<file path="src/rvCorePkg.sv">
// Shared widths, depths and control encodings for the single-cycle RV32I core.
// memMode_t and branchCond_t values equal the instruction funct3 field.
package rvCorePkg;

    // Word width and memory depths
    localparam int xlen      = 32;
    localparam int imemWords = 256;
    localparam int dmemBytes = 256;

    // Major opcodes of the supported subset
    localparam logic [6:0] opLoad   = 7'b0000011;
    localparam logic [6:0] opStore  = 7'b0100011;
    localparam logic [6:0] opBranch = 7'b1100011;
    localparam logic [6:0] opJal    = 7'b1101111;
    localparam logic [6:0] opJalr   = 7'b1100111;
    localparam logic [6:0] opLui    = 7'b0110111;
    localparam logic [6:0] opOpImm  = 7'b0010011;
    localparam logic [6:0] opOp     = 7'b0110011;

    typedef enum logic [3:0] {
        aluAdd, aluSub, aluAnd, aluOr, aluXor, aluSlt, aluSltu,
        aluSll, aluSrl, aluSra, aluPassB
    } aluOp_t;

    typedef enum logic [2:0] {
        immI, immS, immB, immJ, immU
    } immSel_t;

    // Register write source
    typedef enum logic [1:0] {
        resAlu, resMem, resPcPlus4
    } resultSel_t;

    typedef enum logic [1:0] {
        pcSelPlus4, pcSelBranch, pcSelAlu
    } pcSel_t;

    typedef enum logic [2:0] {
        memByte         = 3'b000,
        memHalf         = 3'b001,
        memWord         = 3'b010,
        memByteUnsigned = 3'b100,
        memHalfUnsigned = 3'b101
    } memMode_t;

    typedef enum logic [2:0] {
        brEq  = 3'b000,
        brNe  = 3'b001,
        brLt  = 3'b100,
        brGe  = 3'b101,
        brLtu = 3'b110,
        brGeu = 3'b111
    } branchCond_t;

endpackage
</file>
<file path="src/immExtend.sv">
// Immediate reassembly for the I, S, B, J and U formats.
`timescale 1ns/10ps
module immExtend (
    input  logic [rvCorePkg::xlen-1:0]   instr,
    input  rvCorePkg::immSel_t           immSel,
    output logic [rvCorePkg::xlen-1:0]   imm
);

    logic sign;

    assign sign = instr[31];

    always_comb begin
        case (immSel)
            rvCorePkg::immS: imm = {{20{sign}}, instr[31:25], instr[11:7]};
            // Branch and jump offsets are in half-words
            rvCorePkg::immB: imm = {{19{sign}}, instr[31], instr[7],
                                    instr[30:25], instr[11:8], 1'b0};
            rvCorePkg::immJ: imm = {{11{sign}}, instr[31], instr[19:12],
                                    instr[20], instr[30:21], 1'b0};
            rvCorePkg::immU: imm = {instr[31:12], 12'b0};
            default:         imm = {{20{sign}}, instr[31:20]};
        endcase
    end

endmodule

</file>
<file path="config.mk">
export PLATFORM = sky130hd
export DESIGN_NAME = immExtend
export DESIGN_NICKNAME = d
export VERILOG_FILES = /design/src/rvCorePkg.sv /design/src/immExtend.sv
export SDC_FILE = /design/constraint.sdc
export NUM_CORES = 1
export LEC_CHECK = 0
export BUFFER_PORTS_ARGS = -buffer_cell sky130_fd_sc_hd__buf_4
export CAP_MARGIN = 25
export CORE_MARGIN = 2
export CORE_UTILIZATION = 38
export DETAILED_ROUTE_END_ITERATION = 16
export PLACE_DENSITY = 0.92
export REMOVE_ABC_BUFFERS = 1
export SYNTH_ARGS = -nofsm -noshare
export SYNTH_HDL_FRONTEND = slang
export SYNTH_SLANG_ARGS = --single-unit
</file>
<file path="constraint.sdc">
create_clock -name vclk -period 1.85
set_input_delay 0.0925 -clock vclk [all_inputs]
set_output_delay 0.0925 -clock vclk [all_outputs]
set_load 0.02 [all_outputs]
</file>
Yosys cells after proc, flatten, opt, wreduce, memory -nomap -nowiden
Cells that the tools add are included.

storage, ports and cells
  bits in writable memories = 0
  ROM bits = 0
  bits in latches = 0
  memories kept = 0
  logic and storage cells = 5
  flip-flop bits (word level) = 0
  output and inout bits = 32

cells by class
  shift operators = 0
  eq/ne operators = 4
  muxes and demuxes = 1
  order comparisons = 0
  reductions and logical operators = 0
  div/mod/pow operators = 0
  multipliers = 0
  bitwise operators = 0
  $add $sub $neg = 0

operators by type and width
  kind                                                 number
  case mux 31 bit (4 select lines)                     1
  equality test 3 x 2 -> 1 bit, second input constant  2
  equality test 3 x 1 -> 1 bit, second input constant  1
  equality test 3 bit, second input constant           1

Depth between registers and ports, before layout
  word-level depth = 2
  gate-level depth with buffers = 5
  gate-level depth less buffers = 3

Worst setup path before layout
Ideal clock, no wire load.

  kind = input-to-output
  start point = input port immSel[0]
  end point = output port imm[18] (netlist name)
  arrival time = 1.258 ns
  setup slack = 0.499 ns
  path buffers = 2
  stages on the path = 4
  cells stage by stage = buf_2 -> buf_1 -> o22ai_1 -> a211oi_1

on the way
  cells in the longest elaborated chain, start to end = 2
  elaborated cells between the ends (all ways) = 5

ends and longest elaborated chain
  item                                               line             source
  from (decl)                                        immExtend.sv:5   input rvCorePkg::immSel_t immSel,
  equality test 3 bit, or another cell as far along  immExtend.sv:14  case (immSel)
  case mux 31 bit (4 select lines) (*)               immExtend.sv:14
  to (decl)                                          immExtend.sv:6   output logic [rvCorePkg::xlen-1:0] imm

Every way passes the cells marked *; elsewhere a longest branch is shown, timed or not.

Final worst setup path
  start point = input port immSel[2]
  end point = output port imm[11] (netlist name)

Same word-level chain as after synthesis.

==> out/qor.yml <==
power_and_ir_drop:
  switchingPower_w: 0.0001875
  pwr-share-seq_pct: 0
  pwr-share-comb_pct: 100.0
  power_frac_clock_pct: 0
  power.density_nw_per_um2: 350.1
  irDropWorstVdd_mv: 0.1876
  intPower_w: 0.0001687
  p_leak_nw: 0.5286
  switching_share_pct: 52.64
synth:
  yosysTopAreaCellShare_pct: 15.42
  ys_types: 23
  ys_warn_count: 0
  synth_largest_area_cell: "a21o_1"
  synth_cells: 91
  synth_area_um2: 584.3
  ys_seq_area_share_pct: 0
  ys_top_cells_by_area: "a21o_1 (15%), o22ai_1 (13%), a211oi_1 (10%), and2_1 (6.4%), nor2_1 (6.4%)"
  synth_common_cells: "a21o_1 (12), o22ai_1 (12), nor2_1 (10)"
  avgSynthCellArea_um2: 6.421
timing:
  worstMarginPinSlew_ps: 508.8
  slew_headroom_pct: 66.02
  setup_viol: 0
  hold_viol: 0
  max_freq_ghz: 0.7448
  period_share_pct: 72.57
  min_period_ps: 1343
  rsz0062_at_grt: "false"
  tns_ps: 0
  slew_violations: 0
floorplan:
  die-area_um2: 1867
  start_util_pct: 39.71
  rows: 14
  boundaryPins: 67
  die_x_um: 43.21
  core_um2: 1471
  die_y_um: 43.21
route:
  post_drt_wl_per_cell_um: 14.22
  num_vias: 925
  via_per_inst: 5.854
  dr_wl_met2_um: 1243
  drt_iter0_drc: 27
  wl_met3_um: 156
  drtAntennaViolNets: 0
  dr.max_layer_used: "met3"
  dr.pass1.iters: 4
  drc: 0
  wl_um: 2246
  met1Wirelength_um: 847
finish:
  area_delta_synth_final_pct: 74.09
  fillers: 132
  antenna_cells: 0
  final_cell_area_um2: 1017
  regArea_um2: 0
  nets: 179
  seq_cells: 0
  n_clock_buffer: 0
  drive_gt1_share_pct: 49.30
critical_path:
  cp_max_fo: 19
  critical_path_required_ps: 1760
  endpoint_kind: "primary output"
  crit_type: "in2out"
  startpoint_type: "input pin"
  cp.arrival_ps: 1250
clocking:
  ctsHoldBuffers: 0
  cts_resized: 0
  cts_setup_buffers: 0
status:
  status: "complete, no violations"
hold_path:
  min_path_type: "in2out"
  holdPathEnd: "imm[26]"
  whs_path_depth: 3
  hold_start: "instr[26]"
job:
  max-cap-violations: 0
grt:
  track_usage_pct: 22.93
  grt_pass1_vias: 811
  gr-total-overflow: 0
  grt_start_max_net_pins: 23
  grt_first_pass_wirelength_um: 3463
  antenna_found_initial: 0
placement:
  dpl.hpwl_um: 1761
  gp_congestion: 0.8231
  io_buffers: 60
  placed_area_um2: 1017
-- worst max-delay path, stage by stage --
cell      delay, ps
buf_4           170
nand2b_1        300
or3b_1          410
o221a_2         130
buf_4           150
-- layout by cell type (no fill, tap or decap) --
| cell | count |
|---|---|
| a211oi_1 | 8 |
| a211oi_2 | 1 |
| a21o_1 | 12 |
| a221oi_1 | 4 |
| a22o_1 | 2 |
| and2_1 | 6 |
| and2_4 | 1 |
| buf_4 | 63 |
| mux2i_1 | 1 |
| nand2_1 | 1 |
| nand2b_1 | 2 |
| nor2_1 | 10 |
| nor2b_1 | 6 |
| nor3_1 | 5 |
| nor3b_1 | 1 |
| o221a_2 | 1 |
| o22ai_1 | 12 |
| or2_2 | 4 |
| or3b_1 | 2 |
-- cells by family after synthesis --
kind of cell,count (synthesis),synth area share [%]
muxes,1,1.713
and+or+nand+nor,38,36.40
AOI/OAI and AO/OA,40,51.61
buffers and inverters,12,10.28
-- worst max-delay path by stage --
stage / start / to / slack, ps
after floorplan: immSel[0] / imm[20] / 680
after global routing: immSel[1] / imm[18] / 430
after detailed placement: immSel[2] / imm[11] / 510
final: immSel[2] / imm[11] / 510
after global placement: immSel[1] / imm[18] / 550
after CTS: immSel[2] / imm[11] / 510
-- power groups by stage --
stage	Clock, W	Sequential, W	Combinational, W
floorplan	0	0	0.000173
global placement	0	0	0.000346
detailed placement	0	0	0.000355
CTS	0	0	0.000356
global route	0	0	0.000377
finish	0	0	0.000356
-- per-stage QoR --
stage / utilization [%] / power (W) / std cells / hold slack [ps] / worst slack (ps)
4_1_cts: 69.13 / 0.0003560 / 158 / 490.5 / 510.2
2_1_floorplan: - / 0.0001735 / 79 / 185.0 / 676.2
5_1_grt: 69.13 / 0.0003768 / 158 / 501.2 / 426.1
3_3_place_gp: 69.13 / 0.0003460 / 158 / 484.3 / 551.0
6_report: 69.13 / 0.0003562 / 158 / 487.3 / 507.4
3_5_place_dp: 69.13 / 0.0003554 / 158 / 490.0 / 509.7
-- layout make-up --
| class | instances | area (um^2) | area share, % |
|---|---|---|---|
| Tap cell | 16 | 20.02 | 1.968 |
| Multi-Input combinational cell | 79 | 524.3 | 51.54 |
| Timing Repair Buffer | 63 | 473.0 | 46.49 |
-- routing by layer --
layer  track usage, %  vias to the layer above
li1                 -                      448
met1            27.85                      432
met2            44.18                       45
met3            1.702                        0
met4            2.424                        0
met5                0                        -
No activity file was read; power rests on OpenSTA's default activity.
