**src/rvCorePkg.sv**
```systemverilog
// Shared widths, depths and control encodings for the single-cycle RV32I core.
// memMode_t and branchCond_t values equal the instruction funct3 field.
package rvCorePkg;

    // Word width and memory depths
    localparam int xlen      = 32;
    localparam int imemWords = 256;
    localparam int dmemBytes = 256;

    // Major opcodes of the supported subset
    localparam logic [6:0] opLoad   = 7'b0000011;
    localparam logic [6:0] opStore  = 7'b0100011;
    localparam logic [6:0] opBranch = 7'b1100011;
    localparam logic [6:0] opJal    = 7'b1101111;
    localparam logic [6:0] opJalr   = 7'b1100111;
    localparam logic [6:0] opLui    = 7'b0110111;
    localparam logic [6:0] opOpImm  = 7'b0010011;
    localparam logic [6:0] opOp     = 7'b0110011;

    typedef enum logic [3:0] {
        aluAdd, aluSub, aluAnd, aluOr, aluXor, aluSlt, aluSltu,
        aluSll, aluSrl, aluSra, aluPassB
    } aluOp_t;

    typedef enum logic [2:0] {
        immI, immS, immB, immJ, immU
    } immSel_t;

    // Register write source
    typedef enum logic [1:0] {
        resAlu, resMem, resPcPlus4
    } resultSel_t;

    typedef enum logic [1:0] {
        pcSelPlus4, pcSelBranch, pcSelAlu
    } pcSel_t;

    typedef enum logic [2:0] {
        memByte         = 3'b000,
        memHalf         = 3'b001,
        memWord         = 3'b010,
        memByteUnsigned = 3'b100,
        memHalfUnsigned = 3'b101
    } memMode_t;

    typedef enum logic [2:0] {
        brEq  = 3'b000,
        brNe  = 3'b001,
        brLt  = 3'b100,
        brGe  = 3'b101,
        brLtu = 3'b110,
        brGeu = 3'b111
    } branchCond_t;

endpackage
```
**src/programCounter.sv**
```systemverilog
// PC register and next-address logic; resets to address 0.
`timescale 1ns/10ps
module programCounter (
    input  logic                         clk,
    input  logic                         reset,
    input  logic [rvCorePkg::xlen-1:0]   imm,
    input  logic [rvCorePkg::xlen-1:0]   aluResult,
    input  logic                         zero,
    input  logic                         lessThan,
    input  logic                         lessThanU,
    input  logic                         branch,
    input  logic                         jump,
    input  rvCorePkg::pcSel_t            pcSel,
    input  rvCorePkg::branchCond_t       branchCond,
    output logic [rvCorePkg::xlen-1:0]   pc
);

    logic [rvCorePkg::xlen-1:0] pcPlus4;
    logic [rvCorePkg::xlen-1:0] pcPlusImm;
    logic [rvCorePkg::xlen-1:0] nextPc;
    logic                       taken;

    assign pcPlus4   = pc + 32'd4;
    assign pcPlusImm = pc + imm;

    // Branch outcome from the ALU compare flags
    always_comb begin
        case (branchCond)
            rvCorePkg::brEq:  taken = zero;
            rvCorePkg::brNe:  taken = ~zero;
            rvCorePkg::brLt:  taken = lessThan;
            rvCorePkg::brGe:  taken = ~lessThan;
            rvCorePkg::brLtu: taken = lessThanU;
            rvCorePkg::brGeu: taken = ~lessThanU;
            default:          taken = 1'b0;
        endcase
    end

    always_comb begin
        case (pcSel)
            // jalr target has bit 0 cleared
            rvCorePkg::pcSelAlu:    nextPc = {aluResult[rvCorePkg::xlen-1:1], 1'b0};
            rvCorePkg::pcSelBranch: nextPc = (jump || (branch && taken)) ? pcPlusImm : pcPlus4;
            default:                nextPc = pcPlus4;
        endcase
    end

    always_ff @(posedge clk) begin
        if (reset) begin
            pc <= '0;
        end else begin
            pc <= nextPc;
        end
    end

endmodule

```
**config.mk**
```make
export PLATFORM = sky130hd
export DESIGN_NAME = programCounter
export DESIGN_NICKNAME = d
export VERILOG_FILES = /design/src/rvCorePkg.sv /design/src/programCounter.sv
export SDC_FILE = /design/constraint.sdc
export NUM_CORES = 1
export LEC_CHECK = 0
export ABC_AREA = 1
export CAP_MARGIN = 20
export CORE_AREA = 10 10 151 83
export DETAILED_ROUTE_END_ITERATION = 7
export DIE_AREA = 0 0 161 93
export DONT_BUFFER_PORTS = 1
export PLACE_DENSITY_LB_ADDON = 0.08
export SYNTH_ARGS = -nofsm -noshare
export SYNTH_HDL_FRONTEND = slang
export SYNTH_SLANG_ARGS = --single-unit
```
**constraint.sdc**
```tcl
create_clock -name clk -period 2.14 [get_ports clk]
set_clock_uncertainty 0.05 [all_clocks]
set_input_delay 0.642 -clock clk [delete_from_list [all_inputs] [get_ports clk]]
set_output_delay 0.642 -clock clk [all_outputs]
set_load 0.02 [all_outputs]
```
Yosys cells after proc, flatten, opt, wreduce, memory -nomap -nowiden
Index checks and enable logic that the tools add are counted.
{"block": "totals", "regBits": 32, "inputBits": 76, "elab_cells": 19}
{"block": "op_classes", "add_sub_neg": 2, "n_eq_ne": 7, "muxes": 3, "n_bitwise": 3, "reduce_logical": 3}
{"operator": "$pmux 32 s2", "count": 1}
{"operator": "$add 32x3->32 const B", "count": 1}
{"operator": "$add 32x32->32", "count": 1}
{"operator": "$mux 32", "count": 1}
{"operator": "$eq 3x3->1 const B", "count": 4}
{"operator": "$pmux 1 s6", "count": 1}
{"operator": "$eq 3x1->1 const B", "count": 1}
{"operator": "$logic_not 3->1", "count": 1}
{"operator": "$not 1->1", "count": 3}
{"operator": "$eq 2x1->1 const B", "count": 1}
{"operator": "$eq 2x2->1 const B", "count": 1}
{"operator": "$logic_and 1x1->1", "count": 1}
{"operator": "$logic_or 1x1->1", "count": 1}

Depth between registers and ports, before layout
{"block": "logic_depth", "depth_word": 6, "mapped_depth": 13, "ltp_nobuf": 13}

Worst setup path after synthesis
No wires, ideal clock.
{"block": "synth_path", "kind": "input port to flip-flop", "start": "input port imm[0] (netlist bit)", "end": "register pc[16] (netlist bit)", "arrival_ns": 2.129, "t_required_ns": 1.968, "setup_slack_ns": -0.161, "path_stages": 10, "path_buffers": 0, "path_cell_list": "ha_1 -> fa_1 -> nand3_1 -> nand3_1 -> a21oi_1 -> nor2_1 -> nor2_1 -> nor2_1 -> o21ai_0 -> a21oi_1"}
{"block": "synth_via", "elab_chain_cells": 3}
{"item": "start, declared", "line": "programCounter.sv:6", "text": "input logic [rvCorePkg::xlen-1:0] imm,"}
{"item": "$add 32x32->32", "line": "programCounter.sv:24", "text": "assign pcPlusImm = pc + imm;"}
{"item": "$mux 32", "line": "programCounter.sv:43", "text": "rvCorePkg::pcSelBranch: nextPc = (jump || (branch && taken)) ? pcPlusImm : pcPlus4;"}
{"item": "$pmux 32 s2", "line": "programCounter.sv:40", "text": "case (pcSel)"}
{"item": "end signal, assigned", "line": "programCounter.sv:52", "text": "pc <= nextPc;"}
{"item": "end, declared", "line": "programCounter.sv:15", "text": "output logic [rvCorePkg::xlen-1:0] pc"}
Every way passes these cells.
A chain may end at the register's enable or synchronous reset.

Final worst setup path
{"block": "layout_path", "start": "register pc[7] (netlist bit)", "end": "register pc[13] (netlist bit)"}
{"block": "layout_via", "elab_chain_cells": 3, "elab_cells_between_ends": 4, "cone_classes": "2 x add/sub; 2 x mux"}
{"item": "$add 32x3->32 / $add 32x32->32 (equally long branches)", "line": "programCounter.sv:23, programCounter.sv:24"}
{"item": "$mux 32", "line": "programCounter.sv:43"}
{"item": "$pmux 32 s2 *", "line": "programCounter.sv:40"}
Mark *: on every way between the ends. The rest lies on a longest branch, timed or not.

==> results by group <==
Route
  • DR vias/cell: 5.23
  • WL final: 21.1 mm
  • DR vias: 6402
  • WL/cell: 17.2 um
  • Starting DRT DRC Count: 724
  • Post-DRT Antenna Nets: 0
  • Pre-antenna DRT Iters: 5
  • DRC violations left: 0

GRT
  • Met1 Resource Use GR: 40.5%
  • Global route hottest layer: met1
  • Met3 Usage GRT: 10.9%
  • Number of global-route vias before repair: 5881
  • Initial antenna violation count: 0
  • First-pass GRT wire length: 32.2 mm
  • Met2 GRT Util: 35.5%
  • Largest net degree at the start of global routing: 35
  • Grt total ovfl: 0
  • GRT Util Overall: 27.0%

Synthesis
  • Synth cell types: 33
  • Syn_nets: 1094
  • Synth warn: 0
  • Synthesized flop and latch total: 32
  • Synth Cell Area: 5150 um2
  • Syn_area_per_cell: 5.24 um2
  • Synthesized netlist cell count: 983
  • Sequential area share after synthesis: 12.4%
  • Most area-consuming cells after synthesis: nand2_1 (28%), dfxtp_1 (12%), inv_1 (12%)
  • Share of the synthesized area in the top cell type: 27.9%
  • Area leader, netlist: nand2_1

Run
  • Maxcap violations: 0

Final layout
  • Register area: 658 um2
  • Nets: 1194
  • Largest Register: pc
  • Max reg flops: 32
  • Final-layout fill cell count: 1007
  • Finished Cell Area: 6450 um2
  • P&R area growth vs syn: 25.3%
  • Most frequent cells in the layout: nand2_1 (376), inv_1 (167), buf_4 (112)
  • Final core occ: 64.8%
  • Multi-input logic area: 3970 um2
  • Antenna cells: 0
  • Fraction of layout cells with a size suffix above 1: 19.8%
  • Biggest regs: pc: 32 flops
  • Commonest non-fill, non-tap cell in the layout: nand2_1

Min path
  • HP Class: in -> reg
  • Worst hold path depth: 1

Critical path
  • Reg2reg path depth: 11
  • CP endpoint kind: register
  • Worst Path Required: 2290 ps
  • CP arrival: 2220 ps
  • R2R setup slack: 70 ps
  • Crit start category: register
  • Crit Path Class: reg -> reg
  • CP Max Fanout: 5

Clock tree
  • TritonCTS clock tree: built
  • CTS clk-pin slew, worst paths: 60 ps
  • CTS Buffer Depth: 2
  • Clk Latency, worst-skew pair: 280 ps
  • Clock sink total: 32
  • Root Driver: clkbuf_16
  • H-Tree Depth: 2
  • CTS Buf Count: 5

Floorplanning
  • Initial Util: 51.8%
  • Row cnt: 26
  • DIE AREA: 15000 um2
  • Core box area: 9950 um2
  • Die W: 161 um
  • Ports: 108
  • Die H: 93 um

Timing
  • Crit path time final: 2070 ps
  • Fmax: 483 MHz
  • Measured slew at the worst slew-check pin: 352 ps
  • Period utilisation layout: 96.8%
  • Rel. slew slack: 76.5%
  • Max Slew Vio Count: 0
  • Final hold violations: 0
  • Final Setup Violations: 0
  • Final WS setup: 68.6 ps
  • RSZ-0062 raised after global routing: yes

Placed design
  • Port Buf Inserts: 0
  • Post-DP Area: 6080 um2
  • Routability cong.: 1.00
  • Hpwl dp: 18.1 mm
  • Place WS: -246 ps

Pwr
  • Max IR drop VDD: 0.313 mV
  • Static Leak: 3.55 nW
  • Pwr dens: 530 nW/um2

Outcome
  • Status: finished clean
[critical path: stages (launching register included)]
cell	delay, ps
dfxtp_2	350
ha_1	340
nand2_2	150
inv_1	50
nand2_1	60
nand2_1	90
a21oi_2	160
nand2_1	120
o21ai_0	210
o21ai_0	100
buf_4	160
a21oi_1	130
[power by group]
part / internal (mW) / switching, mW
sequential: 0.664 / 0.0921
combinational: 0.743 / 1.19
clock: 0.458 / 0.271
total: 1.87 / 1.55
[per-stage QoR]
step	TNS, ps	instances	power [mW]	hold WS [ps]
finish	0	1224	3.42	369
global route	-47.5	1224	3.63	363
CTS	0	1223	3.27	368
detailed placement	-4150	1215	2.54	616
global placement	-3960	1215	2.53	615
floorplan	0	983	1.80	546
[synthesized netlist by cell type (all sizes together)]
library cell	n
nand2	388
inv	169
a21oi	94
nor2	86
nand3	72
ha	34
dfxtp	32
o21ai	31
nor3	15
clkbuf	14
xor2	11
xnor2	10
o211ai	9
buf	7
nand4	4
o21bai	4
a21o	1
fa	1
nand3b	1
[logic make-up (layout without fill, tap and decap cells)]
| family | after synthesis | after routing | synth area share (%) |
|---|---|---|---|
| and+or+nand+nor | 566 | 566 | 45.8 |
| buffers and inverters | 190 | 291 | 15.1 |
| AOI/OAI and AO/OA | 139 | 139 | 14.5 |
| adders and majority gates | 35 | 35 | 8.65 |
| DFF | 32 | 32 | 12.4 |
| xor gates and xnor gates | 21 | 21 | 3.57 |
[final cells by class]
class                           instances  share of cell area [%]
Multi-Input combinational cell        761                    61.4
Sequential cell                        32                    10.2
Tap cell                              140                    2.71
Inverter                              169                    9.83
Timing Repair Buffer                  114                    13.5
Clock buffer                            6                    2.15
Clock inverter                          2                   0.155
[metal layers]
layer	part of all wire, %	vias to the layer above	wire, um
met5	0	-	0
met4	0.40	0	85
met3	16	13	3370
met2	35	333	7450
met1	48	2795	10100
li1	-	3261	-
[what timing repair did]
item	in CTS	in global routing
gates resized for setup	2	59
hold endpoints to repair	0	0
pin swaps	0	4
setup buffers	0	1
endpoints found under the setup margin	4	20
hold buffers	0	0
[final timing paths]
check	startpoint	to
setup / recovery	pc[7]$_SDFF_PP0_	pc[13]$_SDFF_PP0_
hold / removal	reset	pc[0]$_SDFFE_PP0P_
setup reg to reg	pc[7]$_SDFF_PP0_	pc[13]$_SDFF_PP0_
hold reg to reg	pc[0]$_SDFFE_PP0P_	pc[0]$_SDFFE_PP0P_
No activity file was read; power rests on OpenSTA's default activity.
