<file path="src/rvCorePkg.sv">
// Shared widths, depths and control encodings for the single-cycle RV32I core.
// memMode_t and branchCond_t values equal the instruction funct3 field.
package rvCorePkg;

    // Word width and memory depths
    localparam int xlen      = 32;
    localparam int imemWords = 256;
    localparam int dmemBytes = 256;

    // Major opcodes of the supported subset
    localparam logic [6:0] opLoad   = 7'b0000011;
    localparam logic [6:0] opStore  = 7'b0100011;
    localparam logic [6:0] opBranch = 7'b1100011;
    localparam logic [6:0] opJal    = 7'b1101111;
    localparam logic [6:0] opJalr   = 7'b1100111;
    localparam logic [6:0] opLui    = 7'b0110111;
    localparam logic [6:0] opOpImm  = 7'b0010011;
    localparam logic [6:0] opOp     = 7'b0110011;

    typedef enum logic [3:0] {
        aluAdd, aluSub, aluAnd, aluOr, aluXor, aluSlt, aluSltu,
        aluSll, aluSrl, aluSra, aluPassB
    } aluOp_t;

    typedef enum logic [2:0] {
        immI, immS, immB, immJ, immU
    } immSel_t;

    // Register write source
    typedef enum logic [1:0] {
        resAlu, resMem, resPcPlus4
    } resultSel_t;

    typedef enum logic [1:0] {
        pcSelPlus4, pcSelBranch, pcSelAlu
    } pcSel_t;

    typedef enum logic [2:0] {
        memByte         = 3'b000,
        memHalf         = 3'b001,
        memWord         = 3'b010,
        memByteUnsigned = 3'b100,
        memHalfUnsigned = 3'b101
    } memMode_t;

    typedef enum logic [2:0] {
        brEq  = 3'b000,
        brNe  = 3'b001,
        brLt  = 3'b100,
        brGe  = 3'b101,
        brLtu = 3'b110,
        brGeu = 3'b111
    } branchCond_t;

endpackage
</file>
<file path="src/regFile.sv">
// 32 x 32-bit register file, x0 reads as zero and ignores writes.
// Contents are not cleared by reset.
`timescale 1ns/10ps
module regFile (
    input  logic                         clk,
    input  logic [4:0]                   rs1,
    input  logic [4:0]                   rs2,
    input  logic [4:0]                   rd,
    input  logic                         regWrite,
    input  logic [rvCorePkg::xlen-1:0]   writeData,
    output logic [rvCorePkg::xlen-1:0]   readData1,
    output logic [rvCorePkg::xlen-1:0]   readData2,
    output logic [rvCorePkg::xlen-1:0]   a0,
    output logic [rvCorePkg::xlen-1:0]   a1,
    output logic [rvCorePkg::xlen-1:0]   a7
);

    logic [rvCorePkg::xlen-1:0] regs [32];

    always_ff @(posedge clk) begin
        if (regWrite && rd != 5'd0) begin
            regs[rd] <= writeData;
        end
    end

    assign readData1 = (rs1 == 5'd0) ? '0 : regs[rs1];
    assign readData2 = (rs2 == 5'd0) ? '0 : regs[rs2];

    // Argument and syscall registers for observation
    assign a0 = regs[10];
    assign a1 = regs[11];
    assign a7 = regs[17];

endmodule

</file>
<file path="config.mk">
export PLATFORM = sky130hd
export DESIGN_NAME = regFile
export DESIGN_NICKNAME = d
export VERILOG_FILES = /design/src/rvCorePkg.sv /design/src/regFile.sv
export SDC_FILE = /design/constraint.sdc
export NUM_CORES = 1
export LEC_CHECK = 0
export BUFFER_PORTS_ARGS = -buffer_cell sky130_fd_sc_hd__buf_2
export CAP_MARGIN = 15
export CORE_MARGIN = 1
export CORE_UTILIZATION = 56
export DETAILED_ROUTE_END_ITERATION = 8
export PLACE_DENSITY = 0.76
export SLEW_MARGIN = 20
export SYNTH_ARGS = -nofsm -noshare
export SYNTH_HDL_FRONTEND = slang
export SYNTH_SLANG_ARGS = --single-unit
</file>
<file path="constraint.sdc">
create_clock -name clk -period 2.8 [get_ports clk]
set_input_delay 0.56 -clock clk [delete_from_list [all_inputs] [get_ports clk]]
set_output_delay 0.56 -clock clk [all_outputs]
set_load 0.01 [all_outputs]
</file>
After elaboration in Yosys (flattened, before gate mapping)
Memory sizes are Yosys's and may differ from the RTL's.
Index checks and enable logic that the tools add are counted.
{"block": "totals", "inputBits": 49, "mem_bits_rw": 1024, "mem_count": 1, "regBits": 0, "wordCells": 9}
{"block": "classes", "mux": 4, "reduce_logical": 4}
{"memory": "regs", "depth": 32, "width": 32, "read_ports": 5, "rd_clocked_by_memory_dff": 0, "wr": 1, "line": "regFile.sv:18", "source": "logic [rvCorePkg::xlen-1:0] regs [32];"}
{"op": "two-way mux 32 bit", "n": 2}
{"op": "zero test 5 bit", "n": 2}
{"op": "nonzero test 5 bit", "n": 1}
{"op": "two-way mux 1 bit", "n": 2}
{"op": "logical AND 1 bit", "n": 1}

Logic depth before layout (Yosys ltp)
Gate-level depths: netlist of the first run.
{"block": "depth", "word_depth": 4, "depth_mapped": 9}

Worst setup path after synthesis of the first run
Ideal clock, no wire load.
{"block": "synth_path", "kind": "input to register", "start": "input port rd[1]", "end": "memory regs[20][0] (netlist bit) (enable)", "arrival_ns": 2.559, "t_required_ns": 2.379, "stages": 3, "slack_ns": -0.180, "n_path_buf": 1, "setup_ns": 0.421, "cell_sequence": "or3b_2 clkbuf_1 nor2_1"}
{"block": "synth_via", "elab_chain_cells": 4}
{"element": "from (decl)", "line": "regFile.sv:8", "source": "input logic [4:0] rd,"}
{"element": "nonzero test 5 bit", "line": "regFile.sv:21", "source": "if (regWrite && rd != 5'd0) begin"}
{"element": "logical AND 1 bit", "line": "regFile.sv:21"}
{"element": "two-way mux 1 bit", "line": "regFile.sv:21"}
{"element": "two-way mux 1 bit (not written as such)", "line": "regFile.sv:22", "source": "regs[rd] <= writeData;"}
{"element": "to (decl)", "line": "regFile.sv:18"}
Parallel ways exist; a longest one is shown, timed or not.

==> impl_metrics.ini, run 1 <==
[outcome]
status = complete, but fails checks
violations = negative setup slack

[pwr]
p_leak_nw = 20.5
swShare_pct = 24.2
switching_power_mw = 8.56
finalPower_mw = 35.3
power_frac_seq_pct = 48.7
ir_worst_vdd_mv = 0.550
pwr_density_cell_mw_per_mm2 = 590
internal_power_mw = 26.8
clkPwrFrac_pct = 38.6
power_frac_comb_pct = 12.7

[synth]
synthFlopType = edfxtp_1
netlist_area_mm2 = 0.0470
synth-compound-area-share_pct = 5.48
syn_area_per_cell_um2 = 19.6
synth_top_family_by_area = multiplexers
ys_seq_elements = 1024
synth_top_area_share_pct = 65.4
synth_warnings = 0
synth_cell_types = 40
synth_simple_gate_area_share_pct = 1.92
synth_cells = 2399
seq_area_frac_synth_pct = 65.4
synth_fa_ha_area_share_pct = 0
yosys.area.top_type = edfxtp_1
synth_xor_area_share_pct = 0
synth_edf_count = 1024
synthArstFlopShare_pct = 0
synth.area.top_cells = edfxtp_1 (65%), mux4_2 (20%), mux2i_1 (3.9%)
yosys-mux-area-fraction_pct = 24.8

[floorplan]
rows = 105
initial_core_util_pct = 57.0
io_pins = 209
die_h_um = 292
core_mm2 = 0.0825
dieArea_mm2 = 0.0851
die-width_um = 292

[setup_path]
crit_arrival_ns = 2.69
crit_chain = buf_4 > mux4_2 > mux2i_4 > o22ai_2 > a211o_1 > buf_2
start_kind = flip-flop
max_stage_delay_ns = 0.50
worstSetupEndpointType = output port
crit_path_max_fanout = 2
worst_path_max_delay_cell = mux4_2
worst_ep_required_time_ns = 2.24
crit_type = flip-flop to output port

[timing]
maxSlewViolCount = 0
min_period_ns = 3.25
rsz0062_at_grt = yes
slew-limit-headroom_pct = 44.2
tightest_slew_ns = 0.836
worst_hold_slack_ns = 0.427
clock.fmax_mhz = 308
setup_viol = 64
period_share_pct = 116
hold_viol = 0
setup_ws_ns = -0.446
final.setup.tns_ns = -19.96

[cells_and_area]
final_cell_mix = edfxtp_1 (1024), mux4_2 (425), buf_4 (354), buf_2 (183), mux2i_1 (157)
multi_input_area_mm2 = 0.0176
syn_to_final_growth_pct = 27.5
instances_no_fill = 4217
seq_area_mm2 = 0.0307
fill_cells = 4505
largest_reg_flops = 1024
largest-register = regs
nets = 3111
final_common_cell = edfxtp_1
layout-drive-gt1-share_pct = 50.3
top_regs = regs x1024

[clock_tree]
cts_tree = yes
clk_pin_slew_ns = 0.06
cts-buffers-inserted = 104
cts_htree_levels = 3
clock_sinks = 1024
root_buffer = clkbuf_16
clockBufferDepth = 3

[worst_hold_path]
worstHoldPathType = input port to flip-flop

[flow_run]
drv_cap = 0

[route]
drtAntennaViolNets = 0
drt_wl_total_um = 173000
wl_per_cell_um = 41.0
firstDrtPassIters = 6
drtIter0Drc = 5544
routed_via_density = 7.64
vias = 32200
post-route-drc-count = 0

[place]
placement.io_buffers = 208
placed_cells = 3902
place_congestion = 0.941
dp_hpwl_um = 106000

[global_routing]
grt_max_degree = 33
antenna_found_initial = 6
grt_pass1_wl_um = 237000
grt_pass1_vias = 32200
overflow = 0
grt_usage_pct = 40.0
## per-layer routing
layer | part of all wire [%] | vias to the layer above | GRT usage (%)
met5 | 0.025 | - | 0
met4 | 7.0 | 6 | 23.5
met3 | 16 | 760 | 12.9
met2 | 46 | 3371 | 60.9
met1 | 32 | 16300 | 51.0
li1 | - | 11800 | -
## worst paths after layout
path,start,to,slack [ns],cells after the start
worst min-delay path,writeData[8],regs[11][8],0.43,1
worst max-delay path,regs[11][21],readData1[21],-0.45,6
## metrics by stage
step | cell area, um2 | worst slack [ns] | util, %
floorplan | 47100 | -0.180 | -
global placement | 52900 | -0.777 | 64.1
detailed placement | 52900 | -0.931 | 64.1
CTS | 59100 | -0.408 | 71.7
global route | 59900 | -0.462 | 72.6
finish | 59900 | -0.446 | 72.6
## what timing repair did
action                     in CTS  in global routing
gates cloned                    8                  2
hold buffers                    0                  0
setup endpoints to repair      64                 64
resized for setup             380                 91
pin swaps                     120                 58
hold endpoints to repair        0                  0
setup buffers                 111                 42
## synth_stat cells (2+ instances only)
master and count:
a2111oi_0 24, a2111oi_1 2, or3b_2 5, nand2b_1 3
a221oi_1 23, nand3b_1 7, buf_6 15, o22ai_1 55
edfxtp_1 1024, a21oi_1 46, inv_1 25, nor4_1 9
or3_1 2, nand3_1 4, o221ai_1 31, nand2_1 65
a211oi_1 47, mux2i_1 183, and2_1 13, nor2b_1 8
nor2_1 34, buf_4 17, a2111oi_2 5, buf_2 61
mux4_2 425, a22o_1 62, clkbuf_1 95, a32o_1 9
mux2_2 24, buf_1 12, nor3_1 33, a211o_1 23
## worst max-delay path: cells and delay by family (launching register included)
kind | cells | cell delay (ns)
buffers and inverters | 2 | 0.36
multiplexers | 2 | 0.72
flip-flops | 1 | 0.39
AO/OA/AOI/OAI | 2 | 0.55
## power groups by stage
stage / Sequential [mW] / Clock, mW / Combinational (mW)
2_1_floorplan: 17.5 / 0 / 1.77
3_3_place_gp: 17.5 / 0 / 3.55
3_5_place_dp: 17.5 / 0 / 3.62
4_1_cts: 17.2 / 13.6 / 4.17
5_1_grt: 17.2 / 14.1 / 4.55
6_report: 17.2 / 13.6 / 4.49
## logic make-up (layout without fill, tap and decap cells)
group           after synthesis  count (layout)
flops                      1024            1024
mux                         632             632
compound gates              331             331
buf+inv                     225             939
simple gates                186             186
other cells                   1              35
## final cells by class
class | count | share of cell area, %
diodes | 3 | 0.0125
clock buffers | 132 | 4.63
clock inverters | 56 | 0.806
inverters | 25 | 0.161
multi-input cells | 1181 | 29.4
flip-flops and latches | 1024 | 51.3
well taps | 1070 | 2.23
repair buffers | 726 | 11.5
Note: power is estimated with default switching activity, not from simulation.
==> run 2, diff against run 1 <==
==> constraint.sdc (replaced) <==
create_clock -name clk -period 2.8 [get_ports clk]
set_input_delay 0.42 -clock clk [delete_from_list [all_inputs] [get_ports clk]]
set_output_delay 0.42 -clock clk [all_outputs]
set_load 0.01 [all_outputs]
==> impl_metrics.ini, run 2 (synthesis results as in run 1) <==
[global_routing]
overflow = 0
grt_usage_pct = 39.6
grt_max_degree = 36
grt_pass1_vias = 31100
antenna_found_initial = 14
grt_pass1_wl_um = 233000

[route]
drtAntennaViolNets = 0
drt_wl_total_um = 168000
post-route-drc-count = 0
firstDrtPassIters = 8
wl_per_cell_um = 40.3
drtIter0Drc = 5392
routed_via_density = 7.62
vias = 31900

[setup_path]
crit_type = flip-flop to output port
crit_arrival_ns = 2.70
worstSetupEndpointType = output port
crit_path_max_fanout = 3
start_kind = flip-flop
worst_ep_required_time_ns = 2.38

[place]
place_congestion = 0.977
pre_cts_ws_ns = -0.531
placed_cells = 3891
dp_hpwl_um = 108000
dpl_cell_area_mm2 = 0.0527
placement.io_buffers = 208

[floorplan]
die-width_um = 292
rows = 105
io_pins = 209
initial_core_util_pct = 57.0
dieArea_mm2 = 0.0851
die_h_um = 292
core_mm2 = 0.0825

[pwr]
p_leak_nw = 20.4
ir_worst_vdd_mv = 0.564
pwr_density_cell_mw_per_mm2 = 616

[cells_and_area]
layout-drive-gt1-share_pct = 50.1
final_common_cell = edfxtp_1
top_regs = regs x1024
syn_to_final_growth_pct = 26.7
instances_no_fill = 4185
largest_reg_flops = 1024
nets = 3069
final_cell_mix = edfxtp_1 (1024), mux4_2 (425), buf_4 (359), buf_2 (177), mux2i_1 (164)
largest-register = regs
design_area_mm2 = 0.0595

[timing]
maxSlewViolCount = 0
hold_viol = 0
period_share_pct = 111
clock.fmax_mhz = 321
rsz0062_at_grt = yes
setup_ws_ns = -0.319
setup_viol = 64
slew-limit-headroom_pct = 43.5
min_period_ns = 3.12
tightest_slew_ns = 0.848

[clock_tree]
cts-buffers-inserted = 103
cts_htree_levels = 3
cts_tree = yes
clk_pin_slew_ns = 0.06
clockBufferDepth = 3
ctsHoldBuffers = 0
clock_sinks = 1024
root_buffer = clkbuf_16

[outcome]
violations = negative setup slack
status = complete, but fails checks

[flow_run]
drv_cap = 0

[worst_hold_path]
worstHoldPathType = input port to flip-flop
## run 2: routing by layer
| metal | global-route usage, % | part of all wire (%) | wire [um] |
|---|---|---|---|
| met5 | 0 | 0.048 | 81 |
| met1 | 50.5 | 31 | 52700 |
| met4 | 21.2 | 6.8 | 11500 |
| met3 | 15.4 | 17 | 29200 |
| met2 | 58.8 | 44 | 75000 |
## run 2: final timing paths
| check | end | from | slack, ns | cells past startpoint |
|---|---|---|---|---|
| setup / recovery | readData1[28] | regs[11][28] | -0.32 | 6 |
| hold / removal | regs[1][5] | writeData[5] | 0.30 | 1 |
## run 2: where the power goes
| group | switching [mW] | internal (mW) |
|---|---|---|
| sequential | 0.113 | 17.1 |
| combinational | 2.52 | 1.87 |
| clock | 6.07 | 9.01 |
| total | 8.70 | 28.0 |
## run 2: per-stage QoR
stage	util (%)	TNS (ns)	hold WS (ns)	total power, mW
3_3_place_gp	63.8	-10.30	0.898	21.0
4_1_cts	71.4	-9.27	0.265	36.3
6_report	72.2	-11.33	0.299	36.7
2_1_floorplan	-	-8.00	0.519	19.3
5_1_grt	72.2	-13.35	0.293	37.3
3_5_place_dp	63.8	-11.44	0.903	21.1
## run 2: final cells by class
cell class,instances,area (um2)
Tap cell,1070,1340
Inverter,25,96.3
Clock buffer,116,2710
Clock inverter,78,988
Antenna cell,6,15.0
Fill cell,4610,23000
Sequential cell,1024,30700
Timing Repair Buffer,685,6080
Multi-Input combinational cell,1181,17600
## run 2: critical path: stages, from the launching register on
cell	delay, ns
edfxtp_1	0.52
mux4_2	0.54
mux2i_4	0.23
buf_6	0.18
o22ai_2	0.07
a211o_1	0.34
buf_2	0.16
## run 2: what timing repair did
action                                  in CTS  in global routing
resized for setup                          340                 83
pin swaps                                  126                 48
gates cloned                                 3                  0
buffers inserted                            95                 24
endpoints found under the setup margin      64                 64
