===== config.mk =====
export PLATFORM = sky130hd
export DESIGN_NAME = controlUnit
export DESIGN_NICKNAME = d
export VERILOG_FILES = /design/src/rvCorePkg.sv /design/src/controlUnit.sv
export SDC_FILE = /design/constraint.sdc
export NUM_CORES = 1
export LEC_CHECK = 0
export BUFFER_PORTS_ARGS = -buffer_cell sky130_fd_sc_hd__buf_2
export CELL_PAD_IN_SITES_DETAIL_PLACEMENT = 1
export CELL_PAD_IN_SITES_GLOBAL_PLACEMENT = 2
export CORE_UTILIZATION = 11
export DETAILED_ROUTE_END_ITERATION = 8
export PLACE_DENSITY = 0.94
export RECOVER_POWER = 25
export SLEW_MARGIN = 20
export SYNTH_ARGS = -nofsm -noshare
export SYNTH_HDL_FRONTEND = slang
export SYNTH_SLANG_ARGS = --single-unit

===== constraint.sdc =====
create_clock -name vclk -period 1.5
set_clock_uncertainty 0.1 [all_clocks]
set_input_delay 0.3 -clock vclk [all_inputs]
set_output_delay 0.3 -clock vclk [all_outputs]
set_load 0.005 [all_outputs]

===== src/rvCorePkg.sv =====
// Shared widths, depths and control encodings for the single-cycle RV32I core.
// memMode_t and branchCond_t values equal the instruction funct3 field.
package rvCorePkg;

    // Word width and memory depths
    localparam int xlen      = 32;
    localparam int imemWords = 256;
    localparam int dmemBytes = 256;

    // Major opcodes of the supported subset
    localparam logic [6:0] opLoad   = 7'b0000011;
    localparam logic [6:0] opStore  = 7'b0100011;
    localparam logic [6:0] opBranch = 7'b1100011;
    localparam logic [6:0] opJal    = 7'b1101111;
    localparam logic [6:0] opJalr   = 7'b1100111;
    localparam logic [6:0] opLui    = 7'b0110111;
    localparam logic [6:0] opOpImm  = 7'b0010011;
    localparam logic [6:0] opOp     = 7'b0110011;

    typedef enum logic [3:0] {
        aluAdd, aluSub, aluAnd, aluOr, aluXor, aluSlt, aluSltu,
        aluSll, aluSrl, aluSra, aluPassB
    } aluOp_t;

    typedef enum logic [2:0] {
        immI, immS, immB, immJ, immU
    } immSel_t;

    // Register write source
    typedef enum logic [1:0] {
        resAlu, resMem, resPcPlus4
    } resultSel_t;

    typedef enum logic [1:0] {
        pcSelPlus4, pcSelBranch, pcSelAlu
    } pcSel_t;

    typedef enum logic [2:0] {
        memByte         = 3'b000,
        memHalf         = 3'b001,
        memWord         = 3'b010,
        memByteUnsigned = 3'b100,
        memHalfUnsigned = 3'b101
    } memMode_t;

    typedef enum logic [2:0] {
        brEq  = 3'b000,
        brNe  = 3'b001,
        brLt  = 3'b100,
        brGe  = 3'b101,
        brLtu = 3'b110,
        brGeu = 3'b111
    } branchCond_t;

endpackage

===== src/controlUnit.sv =====
// Decodes opcode, funct3 and funct7 bit 5 into datapath controls.
// Unsupported opcodes fall through as a no-op that writes nothing.
`timescale 1ns/10ps
module controlUnit (
    input  logic [rvCorePkg::xlen-1:0]   instr,
    output rvCorePkg::aluOp_t            aluOp,
    output logic                         aluSrc,
    output rvCorePkg::immSel_t           immSel,
    output logic                         regWrite,
    output logic                         memWrite,
    output rvCorePkg::memMode_t          memMode,
    output rvCorePkg::resultSel_t        resultSel,
    output rvCorePkg::pcSel_t            pcSel,
    output logic                         branch,
    output logic                         jump,
    output rvCorePkg::branchCond_t       branchCond,
    input  logic                         reset
);

    logic [6:0]        opcode;
    logic [2:0]        funct3;
    logic              funct7b5;
    logic              regWriteDec;
    logic              memWriteDec;
    rvCorePkg::aluOp_t arithOp;

    assign opcode   = instr[6:0];
    assign funct3   = instr[14:12];
    assign funct7b5 = instr[30];

    // Passed through untouched, interpreted downstream
    assign memMode    = rvCorePkg::memMode_t'(funct3);
    assign branchCond = rvCorePkg::branchCond_t'(funct3);

    // No architectural writes while held in reset
    assign regWrite = regWriteDec & ~reset;
    assign memWrite = memWriteDec & ~reset;

    // Register and immediate arithmetic; sub only exists in register form
    always_comb begin
        case (funct3)
            3'b000:  arithOp = (opcode == rvCorePkg::opOp && funct7b5) ?
                               rvCorePkg::aluSub : rvCorePkg::aluAdd;
            3'b001:  arithOp = rvCorePkg::aluSll;
            3'b010:  arithOp = rvCorePkg::aluSlt;
            3'b011:  arithOp = rvCorePkg::aluSltu;
            3'b100:  arithOp = rvCorePkg::aluXor;
            3'b101:  arithOp = funct7b5 ? rvCorePkg::aluSra : rvCorePkg::aluSrl;
            3'b110:  arithOp = rvCorePkg::aluOr;
            default: arithOp = rvCorePkg::aluAnd;
        endcase
    end

    always_comb begin
        aluOp       = rvCorePkg::aluAdd;
        aluSrc      = 1'b0;
        immSel      = rvCorePkg::immI;
        regWriteDec = 1'b0;
        memWriteDec = 1'b0;
        resultSel   = rvCorePkg::resAlu;
        pcSel       = rvCorePkg::pcSelPlus4;
        branch      = 1'b0;
        jump        = 1'b0;
        case (opcode)
            rvCorePkg::opOp: begin
                aluOp       = arithOp;
                regWriteDec = 1'b1;
            end
            rvCorePkg::opOpImm: begin
                aluOp       = arithOp;
                aluSrc      = 1'b1;
                regWriteDec = 1'b1;
            end
            rvCorePkg::opLoad: begin
                aluSrc      = 1'b1;
                regWriteDec = 1'b1;
                resultSel   = rvCorePkg::resMem;
            end
            rvCorePkg::opStore: begin
                aluSrc      = 1'b1;
                immSel      = rvCorePkg::immS;
                memWriteDec = 1'b1;
            end
            rvCorePkg::opBranch: begin
                // Flags from rs1 - rs2
                aluOp  = rvCorePkg::aluSub;
                immSel = rvCorePkg::immB;
                pcSel  = rvCorePkg::pcSelBranch;
                branch = 1'b1;
            end
            rvCorePkg::opJal: begin
                immSel      = rvCorePkg::immJ;
                regWriteDec = 1'b1;
                resultSel   = rvCorePkg::resPcPlus4;
                pcSel       = rvCorePkg::pcSelBranch;
                jump        = 1'b1;
            end
            rvCorePkg::opJalr: begin
                aluSrc      = 1'b1;
                regWriteDec = 1'b1;
                resultSel   = rvCorePkg::resPcPlus4;
                pcSel       = rvCorePkg::pcSelAlu;
                jump        = 1'b1;
            end
            rvCorePkg::opLui: begin
                aluOp       = rvCorePkg::aluPassB;
                aluSrc      = 1'b1;
                immSel      = rvCorePkg::immU;
                regWriteDec = 1'b1;
            end
            default: begin
            end
        endcase
    end

endmodule


* Yosys cells after proc, flatten, opt, wreduce, memory -nomap -nowiden
Cells that the tools add are included.
** Word-level totals
- Register bits after elaboration :: 0
- Output and inout port bits :: 22
- Logic and storage cells :: 36
- Bits of input ports :: 33
** Operators by class
- Equality and inequality tests :: 14
- Bitwise gates (word level) :: 3
- Mux-type cells :: 12
- Reduce and logical (&&, ||, !) cells :: 7
** Operators by type and width (number)
- one-hot mux 4 bit (7 select lines) :: 1
- equality test 7 x 6 -> 1 bit, second input constant :: 3
- equality test 7 bit, second input constant :: 3
- one-hot mux 3 bit (4 select lines) :: 1
- one-hot mux 4 bit (3 select lines) :: 1
- equality test 3 bit, second input constant :: 3
- one-hot mux 2 bit (2 select lines) :: 2
- equality test 7 x 2 -> 1 bit, second input constant :: 1
- equality test 7 x 5 -> 1 bit, second input constant :: 1
- 2-to-1 mux 1 bit :: 7
- equality test 3 x 2 -> 1 bit, second input constant :: 2
- OR reduction 2 bit :: 3
- OR reduction 6 bit :: 1
- OR reduction 5 bit :: 1
- equality test 3 x 1 -> 1 bit, second input constant :: 1
- zero test 3 bit :: 1
- bitwise AND 1 bit :: 2
- logical AND 1 bit :: 1
- inverter 1 bit :: 1

* Logic depth before layout (Yosys ltp)
Gate-level depths: netlist of the first run.
- Depth in word-level cells :: 5
- Depth in mapped cells :: 5
- Gate-level depth less buffers :: 4

* Least setup slack after synthesis of the first run
No wires, ideal clock.
- Path kind :: in2out
- Start point :: in instr[1] in the netlist's numbering
- End point :: out pcSel[0]
- Data arrival time :: 1068 ps
- Setup slack :: 32 ps
- Cell stages on the path :: 5
- Buffers on the path :: 1
- Cells stage by stage :: nand2_2 > nor3_2 > and3_1 > nand2b_1 > buf_4
** On the way
- Longest elaborated chain between the ends :: 3
** Ends and longest elaborated chain
- start, declared :: line controlUnit.sv:5 : input logic [rvCorePkg::xlen-1:0] instr,
- equality test 7 bit :: line controlUnit.sv:64 : case (opcode)
- OR reduction 2 bit (no source line)
- one-hot mux 2 bit (2 select lines) * :: line controlUnit.sv:64
- end, declared :: line controlUnit.sv:13 : output rvCorePkg::pcSel_t pcSel,
Mark *: on every way between the ends. The rest lies on a longest branch, timed or not.

* Worst setup path after layout of the first run
- Start point :: in instr[6] in the netlist's numbering
- End point :: out aluOp[0]
** On the way
- Longest elaborated chain between the ends :: 5
** Ends and longest elaborated chain
- equality test 7 x 6 -> 1 bit :: line controlUnit.sv:42, controlUnit.sv:64
- logical AND 1 bit :: line controlUnit.sv:42 : 3'b000: arithOp = (opcode == rvCorePkg::opOp && funct7b5) ?
- 2-to-1 mux 1 bit :: line controlUnit.sv:42
- one-hot mux 4 bit (7 select lines) :: line controlUnit.sv:41 : case (funct3)
- one-hot mux 4 bit (3 select lines) * :: line controlUnit.sv:64
- end, declared :: line controlUnit.sv:6 : output rvCorePkg::aluOp_t aluOp,
Marks and branches as above.

==> results of run 1 <==
## power by group
group	switching (mW)	internal, mW	total (mW)	leakage (nW)
sequential	0	0	0	0
clock	0	0	0	0
combinational	0.0741	0.0914	0.166	0.408
total	0.0741	0.0914	0.166	0.408
## worst max path at each step
| stage | start | endpoint | slack (ns) | depth (start not counted) |
|---|---|---|---|---|
| 4_1_cts | instr[6] | aluOp[0] | -0.05 | 6 |
| 2_1_floorplan | instr[1] | pcSel[0] | 0.03 | 5 |
| 3_3_place_gp | instr[6] | aluOp[0] | -0.08 | 6 |
| 5_1_grt | instr[4] | regWrite | -0.09 | 6 |
| 3_5_place_dp | instr[6] | regWrite | -0.24 | 5 |
| 6_report | instr[6] | aluOp[0] | -0.03 | 6 |
## cell families (layout without fill, tap and decap cells)
family / after synthesis / count (layout)
compound gates: 14 / 14
simple gates: 29 / 29
buf+inv: 9 / 53
xor+xnor: 1 / 1
## per-layer routing
metal / global-route usage, % / vias up / part of all wire [%]
met2: 20.2 / 25 / 54
li1: - / 279 / -
met3: 0.230 / 0 / 5.7
met4: 0 / 0 / 0
met5: 0 / - / 0
met1: 11.7 / 265 / 40
## synth_stat cells (all sizes together)
library cell / instances
o311ai: 1
o21ai: 3
xnor2: 1
o22ai: 1
a21boi: 1
nor4: 2
inv: 2
and3: 2
nand2: 5
or3: 1
a21oi: 5
nor2b: 1
and2: 1
and2b: 2
buf: 7
nor2: 4
nor3: 6
nand2b: 4
a21o: 1
a221oi: 1
nand4b: 1
a211oi: 1
## layout make-up
cell class	instances	area (sq um)
Fill cell	341	1960
Timing Repair Buffer	51	408
Multi-Input combinational cell	44	390
Tap cell	31	38.8
Inverter	2	7.51
## metrics by stage
step                setup TNS (ns)  worst slack, ns
finish                     -0.0833          -0.0323
global route                -0.643          -0.0868
CTS                        -0.0822          -0.0456
detailed placement           -1.42           -0.242
global placement            -0.791          -0.0809
floorplan                        0           0.0324
## worst min-delay path: cells and delay by family
family	cells	cell delay, ns
buf+inv	2	0.21
simple gates	1	0.04
## repair_timing
action / CTS / global route
setup endpoints to repair: 15 / 13
pin swaps: 8 / 9
resized for setup: 39 / 12
setup buffers: 3 / 3
==> impl_metrics.yaml, run 1 <==
placement:
  numPortBuffers: 34
  place_inst: 122
  place_area_sq_um: 568
  dp_hpwl_microns: 1180
  place_congestion: 0.856
cells_and_area:
  final_common_cell: "buf_2"
  n_antenna_cell: 0
  layout_common_cells: "23 x buf_2, 16 x buf_4, 6 x buf_6"
  nets: 132
  post-route-util_pct: 30.1
  fin_cells: 128
  drive_gt1_share_pct: 74.2
  seq_area_sq_um: 0
  area_growth_pct: 157
  clkbuf_count: 0
  fin_area_sq_um: 845
  seq_cells: 0
sta:
  rsz0062_at_grt: "yes"
  final_max_slew_viol_count: 0
  fmax_mhz: 653
  slew_headroom_pct: 82.8
  setup_viol: 6
  tightestPinTransition_ns: 0.255
  fin_ws_ns: -0.0323
  whs_ns: 0.753
  fin_crit_ns: 1.53
  hold_violations: 0
  period_share_pct: 102
setup_path:
  critPathSlowestCell: "and2b_2"
  critPathKind: "in2out"
  path_cells: "buf_12 -> and2b_2 -> a21o_1 -> o311ai_2 -> a21boi_2 -> buf_2"
  cp_num_buf_inv: 2
  cp-start-kind: "input port"
  endpoint_kind: "primary output"
  crit_family: "compound AO/OA/AOI/OAI gates"
  cp.arrival_ns: 1.13
  cp.required_ns: 1.10
  cp_slowest_stage_delay_ns: 0.24
  path_max_fanout: 7
power_and_ir_drop:
  power_mw: 0.166
  p_per_area_nw_per_um2: 196
  peakVddDrop_v: 0.0000867
  p_leak_nw: 0.408
synthesis:
  synthXorXnorAreaFrac_pct: 2.66
  ys.warnings.count: 0
  yosys.area.top_type_share_pct: 16.0
  synth_compound_area_share_pct: 26.2
  synth_top_family_by_area: "simple AND/OR/NAND/NOR gates"
  netlist_instances: 53
  yosys.area_share.simple_pct: 52.9
  yosys.area.top_type: "buf_4"
  ys_types: 25
  syn_nets: 86
  syn_area_sq_um: 329
  yosys-top-cells-area: "buf_4 16%, nor3_2 9.1%, a21oi_1 7.6%"
  synthAdderAreaFrac_pct: 0
  synth.avg_cell_area_sq_um: 6.21
  yosysSeqAreaShare_pct: 0
  synth.mux.area_fraction_pct: 0
global_route:
  grt_overflow_total: 0
  grt_usage_pct: 9.84
  antenna_found_initial: 0
  grt_pass1_vias: 574
  grt_first_pass_wirelength_microns: 2630
  grt_max_degree: 9
routing:
  ant_nets: 0
  drtIter0Drc: 9
  drc: 6
  wl_per_cell_microns: 12.0
  via_per_inst: 4.45
  drt_wl_total_microns: 1540
  dr_total_vias: 569
  first_pass_iters: 6
worst_hold_path:
  min_from: "reset"
  holdPathStages: 3
  min_to: "memWrite"
  hold_class: "in2out"
clock_network:
  hold_buffers: 0
floorplan:
  rows: 19
  start_util_pct: 11.7
  boundaryPins: 55
  die_w_microns: 56.7
  coreArea_sq_um: 2810
  dieHeight_microns: 56.7
  die-area_sq_um: 3210
status:
  violations: "design-rule violations, negative setup slack"
  outcome: "finished with violations"
job:
  maxCapViolations: 0
No activity file was read; power rests on OpenSTA's default activity.
==> run 2: changes to the inputs <==
- CAP_MARGIN: unset -> 0
- CORE_UTILIZATION: 11 -> 10
- PLACE_DENSITY: 0.94 -> 0.91
- clock period: 1.5 -> 1.4 ns (I/O delays scaled with it)
==> run 2 against run 1 <==
Compared with the run above:
- the run ends with negative setup slack left
- routed wire length up 1.3%
- cell area is 0.44% higher
- worst hold slack worse by 0.043 ns
- clock-buffer cell count did not move
- total power is 8.7% higher
- first-iteration DRC count decreased by 56%
- critical path type unchanged
- largest power group unchanged
==> impl_metrics.yaml, run 2 (same netlist as run 1, synthesis figures left out) <==
power_and_ir_drop:
  power_mw: 0.180
  p_per_area_nw_per_um2: 212
  p_leak_nw: 0.401
  peakVddDrop_v: 0.0000871
cells_and_area:
  layout_common_cells: "23 x buf_2, 12 x buf_4, 8 x buf_6"
  nets: 130
  area_growth_pct: 158
  clkbuf_count: 0
  drive_gt1_share_pct: 70.5
  fin_cells: 139
  seq_cells: 0
  seq_area_sq_um: 0
  final_common_cell: "buf_2"
  n_antenna_cell: 0
global_route:
  antenna_found_initial: 0
  grt_usage_pct: 8.50
  grt_overflow_total: 0
  grt_first_pass_wirelength_microns: 2360
  grt_pass1_vias: 551
  grt_max_degree: 9
placement:
  place_congestion: 0.718
  place_inst: 134
  numPortBuffers: 34
  dp_hpwl_microns: 1180
  place_ws_ns: -0.204
floorplan:
  rows: 20
  coreArea_sq_um: 3080
  dieHeight_microns: 59.4
  die_w_microns: 59.4
  boundaryPins: 55
  start_util_pct: 10.7
  die-area_sq_um: 3520
routing:
  drc: 0
  drt_wl_total_microns: 1560
  dr_total_vias: 549
  ant_nets: 0
  drtIter0Drc: 4
  first_pass_iters: 3
  via_per_inst: 3.95
  wl_per_cell_microns: 11.2
setup_path:
  cp.required_ns: 1.02
  cp_num_buf_inv: 2
  path_max_fanout: 7
  path_cells: "buf_12 -> and2b_2 -> a21o_1 -> o311ai_2 -> a21boi_1 -> buf_2"
  critPathSlowestCell: "and2b_2"
  cp_slowest_stage_delay_ns: 0.25
  critPathKind: "in2out"
  cp.arrival_ns: 1.14
  endpoint_kind: "primary output"
  crit_family: "compound AO/OA/AOI/OAI gates"
  cp-start-kind: "input port"
sta:
  fin_tns_setup_ns: -0.872
  setup_viol: 13
  final_max_slew_viol_count: 0
  hold_violations: 0
  whs_ns: 0.710
  slew_headroom_pct: 82.3
  fin_crit_ns: 1.52
  fmax_mhz: 659
  tightestPinTransition_ns: 0.264
  period_share_pct: 108
  rsz0062_at_grt: "yes"
  fin_ws_ns: -0.116
status:
  outcome: "finished with violations"
  violations: "negative setup slack"
worst_hold_path:
  hold_class: "in2out"
clock_network:
  hold_buffers: 0
job:
  maxCapViolations: 0
## run 2: stage by stage
stage,area (sq um),util [%]
floorplan,335,-
global placement,583,18.9
detailed placement,583,18.9
CTS,792,25.7
global route,848,27.6
finish,848,27.6
## run 2: cell type report
class              count  area (sq um)
fillers              373          2230
well taps             44          55.1
inverters              2          7.51
multi-input cells     44           385
repair buffers        49           400
## run 2: metal layers
metal | part of all wire [%] | vias up | track usage, %
li1 | - | 272 | -
met1 | 37 | 255 | 9.19
met2 | 57 | 22 | 18.0
met3 | 6.4 | 0 | 0.437
met4 | 0 | 0 | 1.02
met5 | 0 | - | 0
## run 2: where the power goes
part           switching, mW  total [mW]  internal, mW  leakage, nW
clock network              0           0             0            0
registers                  0           0             0            0
logic                 0.0814       0.180        0.0984        0.401
total                 0.0814       0.180        0.0984        0.401
## run 2: repair_timing
item                                    CTS  global route
pin swaps                                16             8
gates resized for setup                  37            12
endpoints found under the setup margin   15            15
setup buffers                             5             1
## run 2: tightest hold or removal path, delay by kind of cell
family                 cells  cell delay (ns)
buffers and inverters      2             0.21
AND/OR/NAND/NOR            1             0.04
## run 2: worst paths after layout
check,from,end,slack [ns],cells past startpoint
max,instr[6],aluOp[0],-0.12,6
min,reset,regWrite,0.71,3
